## config.mk

```make
export PLATFORM = sky130hd
export DESIGN_NAME = div_top
export DESIGN_NICKNAME = d
export VERILOG_FILES = /design/src/common/div_pkg.sv /design/src/rtl/div_top.sv /design/src/div_unit/div_result_stage.sv /design/src/div_unit/div_datapath.sv /design/src/div_unit/div_iter_counter.sv /design/src/div_unit/div_control_fsm.sv /design/src/div_unit/div_operand_prep.sv /design/src/rtl/clz32.sv
export SDC_FILE = /design/constraint.sdc
export NUM_CORES = 1
export LEC_CHECK = 0
export ABC_AREA = 1
export BUFFER_PORTS_ARGS = -buffer_cell sky130_fd_sc_hd__buf_2
export CAP_MARGIN = 25
export CORE_AREA = 2 2 190 210
export DETAILED_ROUTE_END_ITERATION = 8
export DIE_AREA = 0 0 192 212
export PLACE_DENSITY = 0.67
export SETUP_SLACK_MARGIN = 0.15
export SLEW_MARGIN = 20
export SYNTH_ARGS = -nofsm -noshare
export SYNTH_HDL_FRONTEND = slang
export SYNTH_HIERARCHICAL = 1
export SYNTH_SLANG_ARGS = --single-unit
```

## constraint.sdc

```tcl
create_clock -name clk -period 8.53 [get_ports clk]
set_input_delay 2.1325 -clock clk [delete_from_list [all_inputs] [get_ports clk]]
set_output_delay 2.1325 -clock clk [all_outputs]
set_load 0.05 [all_outputs]
```

## src/common/div_pkg.sv

```systemverilog
// Shared definitions for the integer divide unit
// Every divide module imports this package for its widths, funct3 codes
// and the loop state encoding
package div_pkg;

    //////////////////////////////////////////////////
    // Widths

    // Data word
    localparam int XLEN = 32;

    // Leading-zero count of one data word
    localparam int CLZ_W = 5;

    // Loop iteration count, one bit wider so a full 32 step run fits
    localparam int ITER_W = CLZ_W + 1;

    // Instruction id tag
    localparam int ID_W = 4;

    // Physical register address
    localparam int PHYS_W = 6;

    //////////////////////////////////////////////////
    // Function codes

    // Bit 0 of funct3 marks unsigned and bit 1 marks remainder
    localparam logic [2:0] FN3_DIV = 3'b100;
    localparam logic [2:0] FN3_DIVU = 3'b101;
    localparam logic [2:0] FN3_REM = 3'b110;
    localparam logic [2:0] FN3_REMU = 3'b111;

    //////////////////////////////////////////////////
    // Loop state

    // IDLE is free, RUN is stepping, HOLD keeps a result until ack
    typedef enum logic [1:0] {
        IDLE = 2'd0,
        RUN = 2'd1,
        HOLD = 2'd2
    } div_state_t;

endpackage
```

## src/rtl/div_top.sv

```systemverilog
// Top level of the integer divide unit for DIV, DIVU, REM and REMU
// Takes decoded ops with source values on an issue strobe and returns
// results tagged with id and destination on a held done with ack
module div_top import div_pkg::*; (
    input  logic              clk,
    input  logic              rst,
    input  logic              issue_valid,
    output logic              issue_ready,
    input  logic [2:0]        issue_fn3,
    input  logic [XLEN-1:0]   rs1_data,
    input  logic [XLEN-1:0]   rs2_data,
    input  logic [PHYS_W-1:0] rs1_phys,
    input  logic [PHYS_W-1:0] rs2_phys,
    input  logic [ID_W-1:0]   issue_id,
    input  logic [PHYS_W-1:0] issue_rd_phys,
    input  logic              rd_written,
    input  logic [PHYS_W-1:0] rd_written_phys,
    input  logic              flush,
    output logic              wb_done,
    input  logic              wb_ack,
    output logic [XLEN-1:0]   wb_rd,
    output logic [ID_W-1:0]   wb_id,
    output logic [PHYS_W-1:0] wb_phys
);
    // Prepared operands at issue
    logic [XLEN-1:0]   abs_dividend;
    logic [XLEN-1:0]   abs_divisor;
    logic [CLZ_W-1:0]  dividend_clz;
    logic [CLZ_W-1:0]  divisor_clz;
    logic              divisor_zero;
    logic              negate_result;
    logic              remainder_op;
    logic              reuse;

    // Control
    logic              accept;
    logic              start;
    logic              step;
    logic              last;
    logic              core_done;
    logic              reuse_done;
    logic              pop;

    // Popped op
    logic              pop_remainder_op;
    logic              pop_negate;
    logic              pop_divisor_zero;
    logic [ID_W-1:0]   pop_id;
    logic [PHYS_W-1:0] pop_phys;
    logic [XLEN-1:0]   abs_dividend_held;
    logic [XLEN-1:0]   abs_divisor_held;
    logic [CLZ_W-1:0]  dividend_clz_held;
    logic [CLZ_W-1:0]  divisor_clz_held;

    // Loop results
    logic [XLEN-1:0]   quotient;
    logic [XLEN-1:0]   remainder;

    div_operand_prep u_prep (
        .clk, .rst, .accept, .issue_fn3, .rs1_data, .rs2_data, .rs1_phys, .rs2_phys,
        .issue_rd_phys, .rd_written, .rd_written_phys, .flush,
        .abs_dividend, .abs_divisor, .dividend_clz, .divisor_clz,
        .divisor_zero, .negate_result, .remainder_op, .reuse
    );

    div_control_fsm u_ctrl (
        .clk, .rst, .issue_valid, .abs_dividend, .abs_divisor, .dividend_clz, .divisor_clz,
        .divisor_zero, .negate_result, .remainder_op, .reuse, .issue_id, .issue_rd_phys,
        .last, .wb_done, .wb_ack, .issue_ready, .accept, .start, .step, .core_done,
        .reuse_done, .pop, .pop_remainder_op, .pop_negate, .pop_divisor_zero, .pop_id,
        .pop_phys, .abs_dividend_held, .abs_divisor_held, .dividend_clz_held,
        .divisor_clz_held
    );

    div_iter_counter u_count (
        .clk, .rst, .start,
        .dividend_clz(dividend_clz_held),
        .divisor_clz(divisor_clz_held),
        .divisor_zero(pop_divisor_zero),
        .last
    );

    div_datapath u_loop (
        .clk, .start, .step,
        .abs_dividend(abs_dividend_held),
        .abs_divisor(abs_divisor_held),
        .divisor_clz(divisor_clz_held),
        .dividend_clz(dividend_clz_held),
        .quotient, .remainder
    );

    div_result_stage u_result (
        .clk, .rst, .pop, .pop_remainder_op, .pop_negate, .pop_divisor_zero, .pop_id,
        .pop_phys, .abs_dividend_held, .quotient, .remainder, .core_done, .reuse_done,
        .wb_ack, .wb_done, .wb_rd, .wb_id, .wb_phys
    );

endmodule

```

## src/div_unit/div_result_stage.sv

```systemverilog
// Writeback stage of the divide unit
// Keeps the attributes of the op in the loop, forms the signed result
// and holds done with stable outputs until the writeback ack
module div_result_stage import div_pkg::*; (
    input  logic              clk,
    input  logic              rst,
    input  logic              pop,
    input  logic              pop_remainder_op,
    input  logic              pop_negate,
    input  logic              pop_divisor_zero,
    input  logic [ID_W-1:0]   pop_id,
    input  logic [PHYS_W-1:0] pop_phys,
    input  logic [XLEN-1:0]   abs_dividend_held,
    input  logic [XLEN-1:0]   quotient,
    input  logic [XLEN-1:0]   remainder,
    input  logic              core_done,
    input  logic              reuse_done,
    input  logic              wb_ack,
    output logic              wb_done,
    output logic [XLEN-1:0]   wb_rd,
    output logic [ID_W-1:0]   wb_id,
    output logic [PHYS_W-1:0] wb_phys
);
    logic            rem_op_q;
    logic            negate_q;
    logic            zero_q;
    logic [XLEN-1:0] dividend_q;
    logic [XLEN-1:0] selected;

    always_ff @(posedge clk) begin
        if (pop) begin
            rem_op_q <= pop_remainder_op;
            negate_q <= pop_negate;
            zero_q <= pop_divisor_zero;
            dividend_q <= abs_dividend_held;
            wb_id <= pop_id;
            wb_phys <= pop_phys;
        end
    end

    // Zero divisor gives all ones or the dividend magnitude
    // Sign is restored by the negate below
    always_comb begin
        if (rem_op_q) begin
            selected = zero_q ? dividend_q : remainder;
        end else begin
            selected = zero_q ? '1 : quotient;
        end
    end

    assign wb_rd = negate_q ? -selected : selected;

    // Held until acked, a completion in the ack cycle keeps it high
    always_ff @(posedge clk) begin
        if (rst) begin
            wb_done <= 1'b0;
        end else begin
            wb_done <= (wb_done & ~wb_ack) | core_done | reuse_done;
        end
    end

    // Loop and attributes stay frozen while a result waits
    assert property (@(posedge clk) disable iff (rst)
        wb_done && !wb_ack |=> wb_done && $stable(wb_rd) && $stable(wb_id)
                               && $stable(wb_phys));

endmodule

```

## src/div_unit/div_datapath.sv

```systemverilog
// Radix-2 shift-subtract loop of the divide unit
// Works on unsigned magnitudes with the divisor aligned to the dividend,
// and keeps quotient and remainder until the next start
module div_datapath import div_pkg::*; (
    input  logic             clk,
    input  logic             start,
    input  logic             step,
    input  logic [XLEN-1:0]  abs_dividend,
    input  logic [XLEN-1:0]  abs_divisor,
    input  logic [CLZ_W-1:0] divisor_clz,
    input  logic [CLZ_W-1:0] dividend_clz,
    output logic [XLEN-1:0]  quotient,
    output logic [XLEN-1:0]  remainder
);
    logic [CLZ_W-1:0] align;
    logic [XLEN-1:0]  divisor_sh;
    logic [XLEN:0]    diff;
    logic             fits;

    //////////////////////////////////////////////////
    // Alignment

    // Moves the divisor top bit under the dividend top bit
    // Wraps when the divisor is larger, but then no step runs
    assign align = divisor_clz - dividend_clz;

    //////////////////////////////////////////////////
    // Compare and subtract

    // Borrow out of the extra bit means the divisor does not fit
    assign diff = {1'b0, remainder} - {1'b0, divisor_sh};
    assign fits = ~diff[XLEN];

    always_ff @(posedge clk) begin
        if (start) begin
            remainder <= abs_dividend;
            quotient <= '0;
            divisor_sh <= abs_divisor << align;
        end else if (step) begin
            if (fits) begin
                remainder <= diff[XLEN-1:0];
            end
            // New quotient bit enters at the bottom
            quotient <= {quotient[XLEN-2:0], fits};
            divisor_sh <= divisor_sh >> 1;
        end
    end

endmodule

```

## src/div_unit/div_iter_counter.sv

```systemverilog
// Iteration counter for the divide loop
// Loads the step count from the leading-zero difference on start and
// flags the final step, or flags at once when no step is needed
module div_iter_counter import div_pkg::*; (
    input  logic             clk,
    input  logic             rst,
    input  logic             start,
    input  logic [CLZ_W-1:0] dividend_clz,
    input  logic [CLZ_W-1:0] divisor_clz,
    input  logic             divisor_zero,
    output logic             last
);
    logic [ITER_W-1:0] count;
    logic [ITER_W-1:0] load_count;

    // Quotient has at most divisor_clz - dividend_clz + 1 bits
    always_comb begin
        if (divisor_zero || (dividend_clz > divisor_clz)) begin
            load_count = '0;
        end else begin
            load_count = {1'b0, divisor_clz} - {1'b0, dividend_clz} + 1'b1;
        end
    end

    // Loop steps every cycle it runs, so count down while nonzero
    always_ff @(posedge clk) begin
        if (rst) begin
            count <= '0;
        end else if (start) begin
            count <= load_count;
        end else if (count != '0) begin
            count <= count - 1'b1;
        end
    end

    assign last = start ? (load_count == '0) : (count == ITER_W'(1));

endmodule

```

## src/div_unit/div_control_fsm.sv

```systemverilog
// Holding register and loop state machine of the divide unit
// Takes one prepared op on accept and pops it once the loop is free,
// either starting the loop or completing at once from the held result
module div_control_fsm import div_pkg::*; (
    input  logic              clk,
    input  logic              rst,
    input  logic              issue_valid,
    input  logic [XLEN-1:0]   abs_dividend,
    input  logic [XLEN-1:0]   abs_divisor,
    input  logic [CLZ_W-1:0]  dividend_clz,
    input  logic [CLZ_W-1:0]  divisor_clz,
    input  logic              divisor_zero,
    input  logic              negate_result,
    input  logic              remainder_op,
    input  logic              reuse,
    input  logic [ID_W-1:0]   issue_id,
    input  logic [PHYS_W-1:0] issue_rd_phys,
    input  logic              last,
    input  logic              wb_done,
    input  logic              wb_ack,
    output logic              issue_ready,
    output logic              accept,
    output logic              start,
    output logic              step,
    output logic              core_done,
    output logic              reuse_done,
    output logic              pop,
    output logic              pop_remainder_op,
    output logic              pop_negate,
    output logic              pop_divisor_zero,
    output logic [ID_W-1:0]   pop_id,
    output logic [PHYS_W-1:0] pop_phys,
    output logic [XLEN-1:0]   abs_dividend_held,
    output logic [XLEN-1:0]   abs_divisor_held,
    output logic [CLZ_W-1:0]  dividend_clz_held,
    output logic [CLZ_W-1:0]  divisor_clz_held
);
    div_state_t state;
    div_state_t state_next;
    logic       hold_valid;
    logic       hold_reuse;
    logic       loop_free;

    //////////////////////////////////////////////////
    // Holding register

    // Room when empty, or when the loop is idle and pops it this cycle
    assign issue_ready = ~hold_valid | (state == IDLE);
    assign accept = issue_valid & issue_ready;

    always_ff @(posedge clk) begin
        if (accept) begin
            abs_dividend_held <= abs_dividend;
            abs_divisor_held <= abs_divisor;
            dividend_clz_held <= dividend_clz;
            divisor_clz_held <= divisor_clz;
            pop_divisor_zero <= divisor_zero;
            pop_negate <= negate_result;
            pop_remainder_op <= remainder_op;
            hold_reuse <= reuse;
            pop_id <= issue_id;
            pop_phys <= issue_rd_phys;
        end
    end

    always_ff @(posedge clk) begin
        if (rst) begin
            hold_valid <= 1'b0;
        end else begin
            hold_valid <= accept | (hold_valid & ~pop);
        end
    end

    //////////////////////////////////////////////////
    // Loop control

    // Loop frees up in the cycle its result is acked
    assign loop_free = (state == IDLE) || (wb_done && wb_ack);
    assign pop = hold_valid & loop_free;
    assign start = pop & ~hold_reuse;
    assign reuse_done = pop & hold_reuse;
    assign step = (state == RUN);

    // A zero step divide finishes in its start cycle
    assign core_done = last & (start | step);

    always_comb begin
        state_next = state;
        if (pop) begin
            if (hold_reuse || last) begin
                state_next = HOLD;
            end else begin
                state_next = RUN;
            end
        end else begin
            case (state)
                RUN: begin
                    if (last) begin
                        state_next = HOLD;
                    end
                end
                HOLD: begin
                    if (wb_done && wb_ack) begin
                        state_next = IDLE;
                    end
                end
                default: begin
                    state_next = state;
                end
            endcase
        end
    end

    always_ff @(posedge clk) begin
        if (rst) begin
            state <= IDLE;
        end else begin
            state <= state_next;
        end
    end

    // Loop registers are never reloaded under a pending result
    // An ack only frees the loop while it holds a finished result
    assert property (@(posedge clk) disable iff (rst)
        start |-> (state == IDLE) || ((state == HOLD) && wb_done && wb_ack));

endmodule

```

## src/div_unit/div_operand_prep.sv

```systemverilog
// Issue side operand preparation for the divide unit
// Produces absolute operands, leading-zero counts and result sign from the
// issue inputs in the issue cycle, and tracks which source pair the last
// divide used so that a matching DIV/REM pair can share one loop
module div_operand_prep import div_pkg::*; (
    input  logic              clk,
    input  logic              rst,
    input  logic              accept,
    input  logic [2:0]        issue_fn3,
    input  logic [XLEN-1:0]   rs1_data,
    input  logic [XLEN-1:0]   rs2_data,
    input  logic [PHYS_W-1:0] rs1_phys,
    input  logic [PHYS_W-1:0] rs2_phys,
    input  logic [PHYS_W-1:0] issue_rd_phys,
    input  logic              rd_written,
    input  logic [PHYS_W-1:0] rd_written_phys,
    input  logic              flush,
    output logic [XLEN-1:0]   abs_dividend,
    output logic [XLEN-1:0]   abs_divisor,
    output logic [CLZ_W-1:0]  dividend_clz,
    output logic [CLZ_W-1:0]  divisor_clz,
    output logic              divisor_zero,
    output logic              negate_result,
    output logic              remainder_op,
    output logic              reuse
);
    logic              signed_op;
    logic              neg_dividend;
    logic              neg_divisor;
    logic [PHYS_W-1:0] prev_rs1;
    logic [PHYS_W-1:0] prev_rs2;
    logic              prev_signed;
    logic              prev_valid;
    logic              src_overwrite;
    logic              self_overwrite;

    //////////////////////////////////////////////////
    // Sign handling

    assign signed_op = (issue_fn3 == FN3_DIV) || (issue_fn3 == FN3_REM);
    assign remainder_op = (issue_fn3 == FN3_REM) || (issue_fn3 == FN3_REMU);

    assign neg_dividend = signed_op & rs1_data[XLEN-1];
    assign neg_divisor = signed_op & rs2_data[XLEN-1];

    // Most negative value maps onto itself, which is the right magnitude unsigned
    assign abs_dividend = neg_dividend ? -rs1_data : rs1_data;
    assign abs_divisor = neg_divisor ? -rs2_data : rs2_data;

    assign divisor_zero = (rs2_data == '0);

    // Remainder takes the dividend sign
    // Quotient of a zero divisor stays all ones
    assign negate_result = remainder_op ? neg_dividend
                                        : (neg_dividend ^ neg_divisor) & ~divisor_zero;

    clz32 u_dividend_clz (.in(abs_dividend), .count(dividend_clz));
    clz32 u_divisor_clz (.in(abs_divisor), .count(divisor_clz));

    //////////////////////////////////////////////////
    // Result reuse tracking

    always_ff @(posedge clk) begin
        if (accept) begin
            prev_rs1 <= rs1_phys;
            prev_rs2 <= rs2_phys;
            prev_signed <= signed_op;
        end
    end

    // Another instruction retargets a remembered source
    assign src_overwrite = rd_written &&
                           ((rd_written_phys == prev_rs1) || (rd_written_phys == prev_rs2));
    // The divide writes one of its own sources
    assign self_overwrite = (issue_rd_phys == rs1_phys) || (issue_rd_phys == rs2_phys);

    // Set beats clear
    always_ff @(posedge clk) begin
        if (rst) begin
            prev_valid <= 1'b0;
        end else if (accept) begin
            prev_valid <= ~self_overwrite;
        end else if (flush || src_overwrite) begin
            prev_valid <= 1'b0;
        end
    end

    // Signed and unsigned magnitudes of one pair differ
    assign reuse = prev_valid && (rs1_phys == prev_rs1) && (rs2_phys == prev_rs2)
                   && (signed_op == prev_signed);

endmodule

```

## src/rtl/clz32.sv

```systemverilog
// Leading-zero counter for one data word
// Operand prep uses two of these to size the divide loop
// A zero input reports the same count as an input of one
module clz32 import div_pkg::*; (
    input  logic [XLEN-1:0]  in,
    output logic [CLZ_W-1:0] count
);

    // Priority encode of the highest set bit
    // Scanning upward lets the last hit win
    always_comb begin
        count = CLZ_W'(XLEN - 1);
        for (int i = 0; i < XLEN; i++) begin
            if (in[i]) begin
                count = CLZ_W'(XLEN - 1 - i);
            end
        end
    end

endmodule

```

After elaboration in Yosys (flattened, before gate mapping)

Cells that the tools add are included.

Output and inout port bits: 44
Input port bits: 101
Bits in registers: 253
Word-level logic and storage cells: 198

Reductions and logical operators: 31
Magnitude comparators: 1
Shifts and indexed selects: 1
Bitwise gates (word level): 23
Add/sub/neg operators: 8
Multiplexer cells: 83
Equality and inequality tests: 16

Operators by type and width:

| kind                                                             | number |
|---|---|
| 32-bit two-way mux                                               | 11 |
| 5-bit two-way mux                                                | 28 |
| 32-bit negator                                                   | 3 |
| 4-bit two-way mux                                                | 16 |
| 6-bit == test                                                    | 6 |
| 32-bit by 32-bit subtractor with 33-bit output                   | 1 |
| 32-bit zero test                                                 | 1 |
| 16-bit OR reduction                                              | 2 |
| 32-bit by 5-bit left shift with 32-bit output                    | 1 |
| 3-bit two-way mux                                                | 8 |
| 6-bit two-way mux                                                | 3 |
| 2-bit two-way mux                                                | 8 |
| 8-bit OR reduction                                               | 2 |
| 1-bit AND                                                        | 10 |
| 3-bit == test (second input constant)                            | 3 |
| 1-bit logical OR                                                 | 8 |
| 1-bit two-way mux                                                | 8 |
| 4-bit OR reduction                                               | 2 |
| 1-bit inverter                                                   | 7 |
| 6-bit by 1-bit adder with 6-bit output (second input constant)   | 1 |
| 6-bit by 1-bit == test with 1-bit output (second input constant) | 1 |
| 6-bit zero test                                                  | 1 |
| 2-bit nonzero test                                               | 3 |
| 6-bit nonzero test                                               | 1 |
| 19 further kinds                                                 | 28 |

Longest topological paths before layout

Depth after elaboration: 34
Gate-level depth with buffers: 38
Depth with buffers taken out: 37

Modules after synthesis

The synthesis kept the hierarchy.

Modules (own cells, without submodules):

| module           | sequential area each (sq um) | times used | cells each | area each (sq um) |
|---|---|---|---|---|
| div_datapath     | 2562.5                       | 1          | 1272       | 7995.2 |
| div_result_stage | 1371.3                       | 1          | 499        | 3533.4 |
| div_operand_prep | 410.4                        | 1          | 519        | 3104.2 |
| div_control_fsm  | 2702.6                       | 1          | 125        | 2870.3 |
| clz32            | 0.0                          | 2          | 93         | 399.1 |
| div_iter_counter | 120.1                        | 1          | 112        | 769.5 |

Least setup slack after synthesis

Ideal clock, no wire load.

Path kind: input to register
From: input wb_ack
To: register u_loop.divisor_sh[0], enable pin
Required time: 8.141 ns
Stages on the path: 11
Slack: 3.463 ns
Library setup time: 0.389 ns
Data arrival time: 4.677 ns
Path buffers: 3
Cell sequence: nand2_1 > o21ai_2 > nand2_2 > inv_2 > nand2_2 > inv_1 > clkbuf_1 > clkinv_1 > clkbuf_1 > clkbuf_1 > nand2_1

Word-level cells in the longest chain between the ends: 5

Ends and longest elaborated chain:

| item                         | line                  | text |
|---|---|---|
| start: declaration           | div_top.sv:20         | `input logic wb_ack,` |
| 1-bit logical AND            | div_control_fsm.sv:78 | `assign loop_free = (state == IDLE) \|\| (wb_done && wb_ack);` |
| 1-bit logical OR             | div_control_fsm.sv:78 |  |
| 1-bit AND                    | div_control_fsm.sv:79 | `assign pop = hold_valid & loop_free;` |
| via pop                      | div_top.sv:42         | `logic pop;` |
| 1-bit AND                    | div_control_fsm.sv:80 | `assign start = pop & ~hold_reuse;` |
| via start                    | div_top.sv:37         | `logic start;` |
| 2-bit nonzero test (no line) | n/a                   |  |
| end signal: assignment       | div_datapath.sv:38    | `divisor_sh <= abs_divisor << align;` |
| end signal: assignment       | div_datapath.sv:45    | `divisor_sh <= divisor_sh >> 1;` |
| end: declaration             | div_datapath.sv:16    | `logic [XLEN-1:0] divisor_sh;` |

The timed path passes the listed nets, and every way through them passes these cells.
A chain may end at the register's enable or synchronous reset.

Worst setup path in the final report

From: register u_result.zero_q
To: output wb_rd[16]

Word-level cells in the longest chain between the ends: 4
Elaborated cells on any way between the ends: 5
Those cells by class: add/sub (1); mux (4)

Ends and longest elaborated chain:

| item                                  | line                                           | text |
|---|---|---|
| start: declaration                    | div_result_stage.sv:26                         | `logic zero_q;` |
| start signal: assignment              | div_result_stage.sv:34                         | `zero_q <= pop_divisor_zero;` |
| 32-bit two-way mux (on tied branches) | div_result_stage.sv:47, div_result_stage.sv:45 |  |
| 32-bit two-way mux (*)                | div_result_stage.sv:44                         | `if (rem_op_q) begin` |
| 32-bit negator                        | div_result_stage.sv:51                         | `assign wb_rd = negate_q ? -selected : selected;` |
| 32-bit two-way mux (*)                | div_result_stage.sv:51                         |  |
| end: declaration                      | div_top.sv:21                                  | `output logic [XLEN-1:0] wb_rd,` |

Mark *: on every way between the ends. The rest lies on a longest branch, timed or not.

==> impl_metrics.yaml <==
die:
  design.core.area_um2: 38800
  start_util_pct: 49.2
  chipHeight_um: 212
  die-area_um2: 40700
  rows: 76
  io_pins: 145
  die_w_um: 192
global_route:
  grt_max_degree: 84
  grt_pass1_vias: 16713
  grt_pass1_wl_mm: 84.9
  grt-ovfl-total: 0
  grt_antenna_before_repair: 0
  grt.total_usage_pct: 26.6
timing:
  rsz0062_at_grt: "no"
  fmax_mhz: 180
  period_needed_ns: 5.55
  hold_viol: 0
  fin_setup_tns_ns: 0
  slew_viol_final: 0
  setup_viol: 0
  skew_ns: 0.0277
  slew-limit-headroom_pct: 36.8
  worst_pin_slew_ns: 0.947
  fin_crit_sh_pct: 65.1
synth:
  yosysSeqAreaShare_pct: 37.6
  synth-edff-count: 210
  syn_area_per_cell_um2: 7.03
  synth_area_um2: 19100
  synth_ff_type: "edfxtp_1"
  synth_nets: 2871
  yosys_warnings: 6
  synth.distinct_cells: 56
  synth-seq-cells: 253
  syn_inst: 2713
  ys_async_sr_fraction_pct: 0
route:
  drtAntennaViolNets: 0
  drtPass1Iterations: 6
  wirelength_mm: 53.6
  drc: 0
  via_per_inst: 5.27
  num_vias: 17659
  routedWlPerCell_um: 16.0
  drtIter0Drc: 1457
pwr:
  power_density_nw_per_um2: 258
  total_power_uw: 5400
  peakVddDrop_v: 0.000180
  p_leak_uw: 0.0102
cts:
  insertion_delay_ns: 0.58
  clk_pin_slew_ns: 0.06
  cts_buffer_depth: 3
  root_buffer: "clkbuf_16"
  htreeDepth: 1
  clkSinkCount: 253
  cts_tree: "built"
  cts_buffers: 28
  post-cts-setup-buffers: 0
  hold_buffers: 0
  ctsResizeCount: 0
worst_setup_path:
  crit_chain: "buf_4, inv_4, nand2_1, nand3_1, nand2_2, ha_1, nand2_1, nor2_2, nand3_1, nand2_1, nand2_1, xor2_1, inv_1, buf_2"
  cp.required_ns: 6.40
  slowest_stage: "buf_4"
  critPathMaxStageDelay_ns: 0.39
  critPathKind: "flop to output pin"
  crit_path_max_fanout: 37
  cp-end-kind: "output pin"
  worst_path_most_repeated_cell: "nand2_1"
  worstPathArrival_ns: 3.42
  critical_path.startpoint_type: "flop"
worst_hold_path:
  hold_path.class: "flop to flop"
layout:
  final_common_cell: "nand2_1"
  fin_nets: 2982
  synthToLayoutAreaGrowth_pct: 9.95
  drive_gt1_share_pct: 11.8
  nFillCells: 3816
  ff_latch_area_um2: 7170
  insertedDiodeCount: 0
  final_cell_mix: "863 x nand2_1, 394 x inv_1, 314 x nand3_1, 257 x nor2_1, 210 x edfxtp_1"
  multiInputGateArea_um2: 9810
placed_design:
  gp_congestion: 0.984
  post-dp-hpwl_mm: 42.6
  io_buffer_count: 144
status:
  status: "completed"
run:
  max_cap_violations: 0
-- layer usage --
layer / vias up / part of all wire, % / global-route usage [%]
met2: 542 / 49 / 47.2
met3: 109 / 4.9 / 2.36
li1: 8869 / - / -
met5: - / 0 / 0
met1: 8139 / 42 / 33.5
met4: 0 / 3.8 / 10.3
-- critical path: cells and delay by family, from the launching register on --
kind | cells | cell delay [ns]
buffers and inverters | 4 | 0.94
flip-flops | 1 | 0.33
adder cells (fa/ha/maj) | 1 | 0.19
XOR/XNOR | 1 | 0.16
AND/OR/NAND/NOR | 8 | 1.20
-- cell type report --
| cell class | count | share of cell area [%] |
|---|---|---|
| multi-input cells | 1962 | 46.8 |
| flip-flops and latches | 253 | 34.2 |
| inverters | 421 | 7.73 |
| repair buffers | 158 | 3.94 |
| clock buffers | 34 | 3.45 |
| well taps | 507 | 3.03 |
| clock inverters | 17 | 0.901 |
-- flip-flops by register name, indices dropped and copies added, names as in the netlist, 2 cells and up --
register	count
u_count/count	6
u_ctrl/abs_dividend_held	32
u_ctrl/abs_divisor_held	32
u_ctrl/dividend_clz_held	5
u_ctrl/divisor_clz_held	5
u_ctrl/pop_id	4
u_ctrl/pop_phys	6
u_ctrl/state	2
u_loop/divisor_sh	32
u_loop/quotient	32
u_loop/remainder	32
u_prep/prev_rs1	6
u_prep/prev_rs2	6
u_result/dividend_q	32
u_result/wb_id	4
u_result/wb_phys	6
-- Yosys cell counts (5+ instances only) --
cell type,count,share of area (%)
inv_2,19,0.37
nand3b_1,10,0.39
edfxtp_1,210,33
nand2_4,6,0.35
buf_4,10,0.39
a21oi_1,52,1.4
o21ai_1,12,0.31
o21bai_1,6,0.24
o21ai_0,96,2.5
o22ai_1,7,0.23
nor2_4,7,0.41
clkbuf_1,28,0.55
or2_2,7,0.23
xnor2_1,33,1.5
ha_1,53,3.5
buf_2,18,0.47
dfxtp_1,43,4.5
a21oi_2,5,0.23
nand2_2,46,1.5
nor2_2,13,0.43
nor2_1,258,5.1
nor4_1,8,0.26
inv_1,395,7.8
nor3_1,19,0.50
buf_6,16,0.94
nand4_1,17,0.56
nand3_2,9,0.47
xor2_1,56,2.6
nand2_1,863,17
o211ai_1,21,0.83
nand3_1,314,8.2
-- through the flow --
step | hold slack [ns] | area [um^2] | setup WS, ns | cells | utilization (%)
finish | 0.417 | 21000 | 2.98 | 3352 | 54.0
global route | 0.430 | 21000 | 2.73 | 3352 | 54.0
CTS | 0.417 | 21000 | 2.99 | 3352 | 54.0
detailed placement | 0.405 | 20100 | 3.18 | 3301 | 51.7
global placement | 0.402 | 20100 | 3.21 | 3301 | 51.7
floorplan | 0.400 | 19100 | 3.46 | 2713 | -
-- worst paths after layout --
| kind | startpoint | end | slack (ns) | cells past startpoint |
|---|---|---|---|---|
| min | u_ctrl/pop_id[3] | u_result/wb_id[3] | 0.42 | 0 |
| max | u_result/zero_q | wb_rd[16] | 2.98 | 14 |
| min reg2reg | u_ctrl/pop_id[3] | u_result/wb_id[3] | 0.42 | 0 |
| max reg2reg | u_ctrl/state[1] | u_loop/remainder[8] | 5.01 | 9 |
-- cell families after synthesis --
family	Yosys count	share of synthesized area, %
AOI/OAI and AO/OA	221	6.72
and+or+nand+nor	1592	36.5
buffers and inverters	498	11.0
xor gates and xnor gates	92	4.34
adders and majority gates	57	3.90
DFF	253	37.6
-- power breakdown --
group	switching [uW]	leakage (uW)	total, uW	internal [uW]
logic	1690	0.00742	2400	714
clock network	500	0.000447	1200	698
registers	154	0.00236	1800	1650
Power figures use the tool's default switching activity.
